==> config.mk <==
export PLATFORM = sky130hd
export DESIGN_NAME = batch_streamer
export DESIGN_NICKNAME = d
export VERILOG_FILES = /design/src/batch_streamer_pkg.sv /design/src/batch_control.sv /design/src/batch_framer.sv /design/src/batch_store.sv /design/src/batch_streamer.sv
export VERILOG_INCLUDE_DIRS = /design/src /design/src/src
export SDC_FILE = /design/constraint.sdc
export NUM_CORES = 1
export LEC_CHECK = 0
export BUFFER_PORTS_ARGS = -buffer_cell sky130_fd_sc_hd__buf_4
export CORE_ASPECT_RATIO = 0.6
export CORE_MARGIN = 5
export CORE_UTILIZATION = 54
export DETAILED_ROUTE_END_ITERATION = 8
export GPL_ROUTABILITY_DRIVEN = 1
export HOLD_SLACK_MARGIN = 0.12
export PLACE_DENSITY = 0.75
export SLEW_MARGIN = 20
export SYNTH_ARGS = -nofsm -noshare
export SYNTH_HDL_FRONTEND = slang
export SYNTH_SLANG_ARGS = --single-unit
export TNS_END_PERCENT = 50
==> constraint.sdc <==
create_clock -name clock -period 3.49 [get_ports clock]
set_input_delay 0 -clock clock [delete_from_list [all_inputs] [get_ports clock]]
set_output_delay 0 -clock clock [all_outputs]
set_load 0.02 [all_outputs]
==> src/batch_streamer_defs.svh <==
// Batch depth and beat field width macros for the sample batching streamer
`ifndef BATCH_STREAMER_DEFS_SVH
`define BATCH_STREAMER_DEFS_SVH

// Number of beats collected before a batch is played out
// This has to be a power of two so the address counters wrap on their own
`define BATCH_DEPTH 8

// Width of one converter data word
`define SAMPLE_WIDTH 16

// Width of the destination channel carried with each beat
`define DEST_WIDTH 4

// Width of the user tag carried with each beat
`define USER_WIDTH 8

`endif

==> src/batch_streamer_pkg.sv <==
// Field typedefs, the stream beat struct and the phase enum of the batching streamer
`include "batch_streamer_defs.svh"

package batch_streamer_pkg;

    // One converter data word
    typedef logic [`SAMPLE_WIDTH-1:0] sample_t;

    // Destination channel of a beat
    typedef logic [`DEST_WIDTH-1:0] dest_t;

    // Free user tag that travels with the sample
    typedef logic [`USER_WIDTH-1:0] user_t;

    // Address into the batch store
    // Wide enough to reach every entry of one batch
    typedef logic [$clog2(`BATCH_DEPTH)-1:0] batch_addr_t;

    // One stream beat as it moves through the design
    // The data word sits in the top bits and the last flag in bit 0
    typedef struct packed {
        sample_t data;
        dest_t   dest;
        user_t   user;
        logic    last;
    } stream_beat_t;

    // Phase of the single batch in flight
    // In fill the store takes samples, in drain it plays them out
    typedef enum logic {
        PHASE_FILL  = 1'b0,
        PHASE_DRAIN = 1'b1
    } batch_phase_t;

endpackage

==> src/batch_control.sv <==
// Fill/drain state machine with the store write and read address counters
`include "batch_streamer_defs.svh"

module batch_control (
    input  logic                            clock,
    input  logic                            rst,
    input  logic                            sample_valid,
    output logic                            sample_ready,
    input  logic                            slot_free,
    output logic                            write_enable,
    output batch_streamer_pkg::batch_addr_t write_addr,
    output batch_streamer_pkg::batch_addr_t read_addr,
    output logic                            load,
    output logic                            final_entry
);
    import batch_streamer_pkg::*;

    // Address of the last entry in a batch
    localparam batch_addr_t LAST_ADDR = batch_addr_t'(`BATCH_DEPTH - 1);

    batch_phase_t phase;
    batch_addr_t  write_count;
    batch_addr_t  read_count;

    // Set one cycle after the phase turns to drain
    // The first load waits for it, which places the first output beat
    // two edges after the edge that took the final sample
    logic         drain_started;

    // Samples are only taken while the batch is being filled
    assign sample_ready = (phase == PHASE_FILL);

    // A sample is written on every edge where it is accepted
    assign write_enable = sample_valid && sample_ready;
    assign write_addr   = write_count;

    // The store is read at the current drain position
    assign read_addr    = read_count;

    // The entry at the top address closes the batch
    assign final_entry  = (phase == PHASE_DRAIN) && (read_count == LAST_ADDR);

    // Hand an entry to the framer whenever its register can take one
    // In drain there is always at least one entry left, since the phase
    // returns to fill on the edge that loads the final one
    assign load = (phase == PHASE_DRAIN) && drain_started && slot_free;

    always_ff @(posedge clock) begin
        if (rst) begin
            phase         <= PHASE_FILL;
            write_count   <= '0;
            read_count    <= '0;
            drain_started <= 1'b0;
        end else begin
            case (phase)
                PHASE_FILL: begin
                    if (write_enable) begin
                        // The counter wraps back to zero after the top entry
                        write_count <= write_count + 1'b1;
                        // The batch is complete once the top address is written
                        if (write_count == LAST_ADDR) begin
                            phase <= PHASE_DRAIN;
                        end
                    end
                end

                PHASE_DRAIN: begin
                    drain_started <= 1'b1;
                    if (load) begin
                        // Read position also wraps to zero after the final entry
                        read_count <= read_count + 1'b1;
                        if (final_entry) begin
                            // Next batch may start while the last beat still waits
                            // in the framer for the sink
                            phase         <= PHASE_FILL;
                            drain_started <= 1'b0;
                        end
                    end
                end

                default: begin
                    phase <= PHASE_FILL;
                end
            endcase
        end
    end

endmodule

==> src/batch_framer.sv <==
// Output register that holds a beat under back-pressure and marks the batch end
module batch_framer (
    input  logic                             clock,
    input  logic                             rst,
    input  logic                             load,
    input  batch_streamer_pkg::stream_beat_t entry,
    input  logic                             final_entry,
    output logic                             slot_free,
    output batch_streamer_pkg::stream_beat_t batch_beat,
    output logic                             batch_valid,
    input  logic                             batch_ready
);
    import batch_streamer_pkg::*;

    stream_beat_t beat_q;
    logic         valid_q;
    stream_beat_t framed;
    logic         take;

    // The register can take a new beat when it holds nothing
    // or when the held beat leaves on this edge
    assign slot_free = !valid_q || batch_ready;

    // Only capture when there is room, so a held beat is never replaced
    assign take = load && slot_free;

    // The final entry of a batch always closes the packet downstream
    // Any last flag set on an earlier sample is passed through unchanged
    always_comb begin
        framed      = entry;
        framed.last = entry.last | final_entry;
    end

    // Valid bit of the output register
    always_ff @(posedge clock) begin
        if (rst) begin
            valid_q <= 1'b0;
        end else if (take) begin
            valid_q <= 1'b1;
        end else if (batch_ready) begin
            // Delivered with nothing to replace it
            valid_q <= 1'b0;
        end
    end

    // Payload only changes on a capture
    // While the sink stalls it keeps the same beat on the output
    always_ff @(posedge clock) begin
        if (take) begin
            beat_q <= framed;
        end
    end

    assign batch_beat  = beat_q;
    assign batch_valid = valid_q;

endmodule

==> src/batch_store.sv <==
// Beat memory of one batch with synchronous write and asynchronous read
`include "batch_streamer_defs.svh"

module batch_store (
    input  logic                             clock,
    input  logic                             write_enable,
    input  batch_streamer_pkg::batch_addr_t  write_addr,
    input  batch_streamer_pkg::stream_beat_t write_beat,
    input  batch_streamer_pkg::batch_addr_t  read_addr,
    output batch_streamer_pkg::stream_beat_t read_beat
);
    import batch_streamer_pkg::*;

    // One entry per beat of the batch
    // Data, destination, user tag and last flag are kept together
    // so a single write stores the whole beat
    stream_beat_t entries [`BATCH_DEPTH];

    // Each accepted sample lands at the address given by the control
    // The control only raises write_enable during fill, so a batch
    // being played out is never overwritten
    always_ff @(posedge clock) begin
        if (write_enable) begin
            entries[write_addr] <= write_beat;
        end
    end

    // The read side returns the addressed entry in the same cycle
    // so the framer can capture it on the edge that load is high
    assign read_beat = entries[read_addr];

endmodule

==> src/batch_streamer.sv <==
// Top level of the sample batching streamer wiring control, store and framer
module batch_streamer (
    input  logic                             clock,
    input  logic                             rst,
    input  batch_streamer_pkg::stream_beat_t sample_beat,
    input  logic                             sample_valid,
    output logic                             sample_ready,
    output batch_streamer_pkg::stream_beat_t batch_beat,
    output logic                             batch_valid,
    input  logic                             batch_ready
);
    import batch_streamer_pkg::*;

    // Store write side driven by the control
    logic         write_enable;
    batch_addr_t  write_addr;

    // Store read side and the entry it returns
    batch_addr_t  read_addr;
    stream_beat_t read_beat;

    // Handshake between control and framer
    logic         load;
    logic         final_entry;
    logic         slot_free;

    // Phase and address sequencing, the only place acceptance is decided
    batch_control control0 (
        .clock        (clock),
        .rst          (rst),
        .sample_valid (sample_valid),
        .sample_ready (sample_ready),
        .slot_free    (slot_free),
        .write_enable (write_enable),
        .write_addr   (write_addr),
        .read_addr    (read_addr),
        .load         (load),
        .final_entry  (final_entry)
    );

    // Holds the beats of the batch in flight
    batch_store store0 (
        .clock        (clock),
        .write_enable (write_enable),
        .write_addr   (write_addr),
        .write_beat   (sample_beat),
        .read_addr    (read_addr),
        .read_beat    (read_beat)
    );

    // Presents one beat at a time to the downstream sink
    batch_framer framer0 (
        .clock        (clock),
        .rst          (rst),
        .load         (load),
        .entry        (read_beat),
        .final_entry  (final_entry),
        .slot_free    (slot_free),
        .batch_beat   (batch_beat),
        .batch_valid  (batch_valid),
        .batch_ready  (batch_ready)
    );

endmodule

; ---- After elaboration in Yosys (flattened, before gate mapping)
; Memories as Yosys holds them, arrays and structs flattened. A register that Yosys moved wholly into a read port is not among the register bits.
; Index checks and enable logic that the tools add are counted.
[classes]
add_sub_neg = 2
muxes = 11
bitwise = 2
n_eq_ne = 2
reduce_logical = 10
[ops]
columns = operator, count
row1 = two-way mux 1 bit, 8
row2 = "adder 3 x 1 -> 3 bit, second input constant", 2
row3 = "== test 3 bit, second input constant", 2
row4 = two-way mux 3 bit, 2
row5 = logical AND 1 bit, 5
row6 = AND reduction 2 bit, 2
row7 = one-hot mux 1 bit (2 select lines), 1
row8 = nonzero test 2 bit, 1
row9 = zero test 1 bit, 1
row10 = logical OR 1 bit, 1
row11 = NOT 1 bit, 1
row12 = OR 1 bit, 1
[word_totals]
register_bits = 38
mem_count = 1
mem_bits_rw = 232
output_inout_bits = 31
word_cells = 37
input_bits = 33
[memory_table]
columns = memory, depth, width, rd, rd_ports_with_merged_regs, wr, line_no
row1 = store0.entries, 8, 29, 1, 1, 1, batch_store.sv:17  ; stream_beat_t entries [`BATCH_DEPTH];

; ---- Logic depth before layout (Yosys ltp)
[logic_depth]
ltp_word = 6
ltp_mapped = 5

; ---- Hierarchy
; Synthesis repeated with hierarchy kept, for this count alone.
[hier_totals]
hier_cells = 419
hier_area_um2 = 10177.3
[modules_own_cells]
columns = module, cells_each, area_each_um2, instances
row1 = batch_store, 348, 8871.0, 1
row2 = batch_framer, 35, 932.1, 1
row3 = batch_control, 36, 374.1, 1

; ---- Least setup slack after synthesis
; No wires, ideal clock.
[synth_path]
kind = reg-to-reg
startpoint = register control0.phase
endpoint = memory store0.entries[1][0] (netlist name), enable pin
path_slack_ps = -306
t_arrival_ps = 3308
n_path_buf = 1
stages_incl_launch_ff = 3
setup_time_ps = 488
cell_sequence = dfxtp_1 -> buf_2 -> nor4_1
[synth_via]
elab_chain_len = 4
[synth_rtl]
columns = item, line_no
row1 = "start, declared", batch_control.sv:21  ; batch_phase_t phase;
row2 = "start signal, assigned", batch_control.sv:50  ; phase <= PHASE_FILL;
row3 = "start signal, assigned", batch_control.sv:62  ; phase <= PHASE_DRAIN;
row4 = "start signal, assigned", batch_control.sv:75  ; phase <= PHASE_FILL;
row5 = NOT 1 bit, batch_control.sv:31  ; assign sample_ready = (phase == PHASE_FILL);
row6 = logical AND 1 bit, batch_control.sv:34  ; assign write_enable = sample_valid && sample_ready;
row7 = two-way mux 1 bit, batch_store.sv:23  ; if (write_enable) begin
row8 = two-way mux 1 bit (not written as such), batch_store.sv:24  ; entries[write_addr] <= write_beat;
row9 = "end, declared", batch_store.sv:17
; No other way between the ends.

; ---- Worst setup path in the final report
[layout_path]
startpoint = register control0.write_count[2] (netlist: control0.write_addr[2])
endpoint = memory store0.entries[6][27] (netlist name), enable pin
[layout_lines]
columns = item, line_no
row1 = "start, declared", batch_control.sv:22  ; batch_addr_t write_count;
row2 = "start signal, assigned", batch_control.sv:59  ; write_count <= write_count + 1'b1;
; No word-level cell before the write port.

==> results.toml <==
[logic_synthesis]
syn_area_mm2 = 0.01027
ys.warnings.count = 0
ys_top_cells_by_count = "edfxtp_1 (261), mux4_2 (50), mux2_4 (27)"
ys_seq_elements = 273
synth_top_area_frac = 0.7628
synth.most_common_cell = "edfxtp_1"
yosys-top-cells-area = "edfxtp_1 (76%), mux4_2 (11%), mux2_4 (3.9%), dfxtp_1 (2.3%), mux4_1 (1.8%)"
synth-seq-area-share = 0.7862
yosysUniqueCellTypes = 30
synth_edf_count = 261
syn_nets = 467
synth_ff_type = "edfxtp_1"
avgSynthCellArea_um2 = 23.90
synth_top_cell_by_area = "edfxtp_1"
synthArstFlopShare = 0
syn_inst = 430

[cts]
cts_hold_buf = 33
cts_made_buffers = 24
cts_tree = "built"
cts.repair.resized = 0
cts_sinks = 273
postCtsSetupRepairBufs = 0
insertion_delay_ns = 0.52
htreeDepth = 1
path_clk_slew_ns = 0.06
clockBufferDepth = 3
cts-root-buf = "clkbuf_16"

[outcome]
status = "finished, final reports clean"

[die]
ios = 64
core_mm2 = 0.01888
fp-row-count = 39
die_w_um = 188.1
start_util = 0.5441
die_y_um = 116.9
dieArea_mm2 = 0.02198

[routing]
wl_per_cell_um = 22.72
drt-pass1-iter-count = 5
drc = 0
route.vias.total = 4643
routed_wl_um = 18540
ant_nets = 0
drt_iter0_drc = 335
vias_per_cell = 5.690

[setup_path]
cp.arrival_ns = 2.33
reg2reg_to = "store0.entries[6][27]$_DFFE_PP_"
timing.critical_path.from_type = "flip-flop"
slowest_stage = "dfxtp_1"
timing.critical_path.cells = "nand2_1, nor2_4, buf_4"
r2r_cells = 3
r2r_slack_ns = 1.36
worstPathRequired_ns = 3.69
path_class = "flip-flop to flip-flop"
cp-end-kind = "flip-flop"
cpPeakStageDelay_ns = 0.55
rr_startpoint = "control0.write_addr[2]$_SDFFE_PP0P_"
crit_fanout = 15

[placement]
dp_cells = 738
dp_slack_ns = 1.360
dpl_cell_area_mm2 = 0.01113
io_buffers = 63
gp_congestion = 0.7091
hpwlAfterDp_um = 10620

[sta]
fin_hold_ws_ns = 0.2605
hold_viol_final = 0
relSlewSlack = 0.4314
fin_crit_ns = 2.127
fin_ws_ns = 1.363
finalCritPeriodShare = 0.6095
setup_tns_ns = 0
setup_violations = 0
max_freq_ghz = 0.4701
rsz0062_at_grt = "false"
skew_ns = 0.01962
maxSlewViolCount = 0
worstMarginPinSlew_ns = 0.8530

[global_route]
grt_max_degree = 33
antenna_found_initial = 1
gr-total-overflow = 0
grt_pass1_wl_um = 28600
grt_usage = 0.1713
grt_pass1_vias = 4857

[power_and_ir_drop]
power.density_mw_per_mm2 = 523.6
ir_worst_vdd_uv = 308.1
static-leakage-power_nw = 3.994
fin_total_pwr_mw = 6.389

[cells_and_area]
finish.utilization = 0.6461
fin_cells = 816
regArea_mm2 = 0.008084
drive_above_1_share = 0.3656
syn_to_final_growth_pct = 18.74
fill_cells = 1233
finalNetCount = 588
final_cell_area_mm2 = 0.01220
multi_input_area_mm2 = 0.002123

[worst_hold_path]
whs_endpoint = "store0.entries[3][12]$_DFFE_PP_"
hp-start = "sample_beat[12]"
min_path_type = "input pin to flip-flop"
hold_path_depth = 2

[flow_run]
drv_cap = 0
==> worst max path at each step <==
stage	end	slack (ns)	depth (start not counted)	start
4_1_cts	framer0.batch_beat[27]$_DFFE_PP_	1.36	3	flip-flop
3_3_place_gp	framer0.batch_beat[1]$_DFFE_PP_	1.39	3	flip-flop
2_1_floorplan	store0.entries[0][0]$_DFFE_PP_	0.21	2	control0.write_addr[0]$_SDFFE_PP0P_
6_report	store0.entries[6][27]$_DFFE_PP_	1.36	3	control0.write_addr[2]$_SDFFE_PP0P_
5_1_grt	framer0.batch_beat[26]$_DFFE_PP_	1.28	3	flip-flop
3_5_place_dp	framer0.batch_beat[27]$_DFFE_PP_	1.36	3	flip-flop
==> critical path, delay by kind of cell (launching register included) <==
family	cells	cell delay, ns
buffers and inverters	1	0.38
AND/OR/NAND/NOR	2	0.87
flip-flops	1	0.55
==> metal layers <==
layer / up-vias / share of wire / track usage
li1: 2047 / - / -
met1: 2428 / 0.43 / 0.2445
met2: 142 / 0.49 / 0.2882
met3: 26 / 0.067 / 0.03260
met4: 0 / 0.014 / 0.03030
met5: - / 0 / 0
==> cells in the final DEF (no fill, tap or decap), types with 3 or more instances in the layout <==
master         count
buf_4             79
nand3_1            3
mux4_2            50
dfxtp_1            9
mux2i_1            6
clkinv_1           5
mux2_4            27
o21ai_0            3
dlygate4sd3_1     33
nor2_4             4
nand2_1            6
ha_1               4
clkbuf_1           3
clkbuf_16         24
nor2_1             4
a21oi_1            8
nor3_2             4
edfxtp_1         261
mux4_1             7
clkinv_2           7
==> report_power, final <==
group	total (mW)	switching [mW]	leakage [nW]	internal, mW
sequential	3.68	0.0192	2.47	3.66
combinational	0.236	0.117	1.17	0.120
clock	2.47	1.12	0.360	1.34
total	6.39	1.26	3.99	5.13
==> final cells by class <==
| cell class | count | area share |
|---|---|---|
| flip-flops and latches | 273 | 0.6626 |
| multi-input cells | 138 | 0.1740 |
| repair buffers | 113 | 0.07733 |
| clock buffers | 27 | 0.05015 |
| well taps | 246 | 0.02523 |
| clock inverters | 17 | 0.01015 |
| inverters | 1 | 0.0003077 |
| diodes | 1 | 0.0002051 |
==> logic make-up after synthesis <==
kind of cell	count (synthesis)	synth area share
simple gates	29	0.01376
flops	273	0.7862
mux	91	0.1739
xor+xnor	1	0.0008526
fa+ha+maj	4	0.004871
compound gates	13	0.006941
buf+inv	19	0.01352
==> state kept, by name, indices dropped and copies added (netlist names), named ones only <==
signal                  cells
control0.drain_started      1
control0.phase              1
control0.read_addr          3
control0.write_addr         3
framer0.batch_beat         29
framer0.batch_valid         1
store0.entries            232
(Power assumes the default switching activity.)
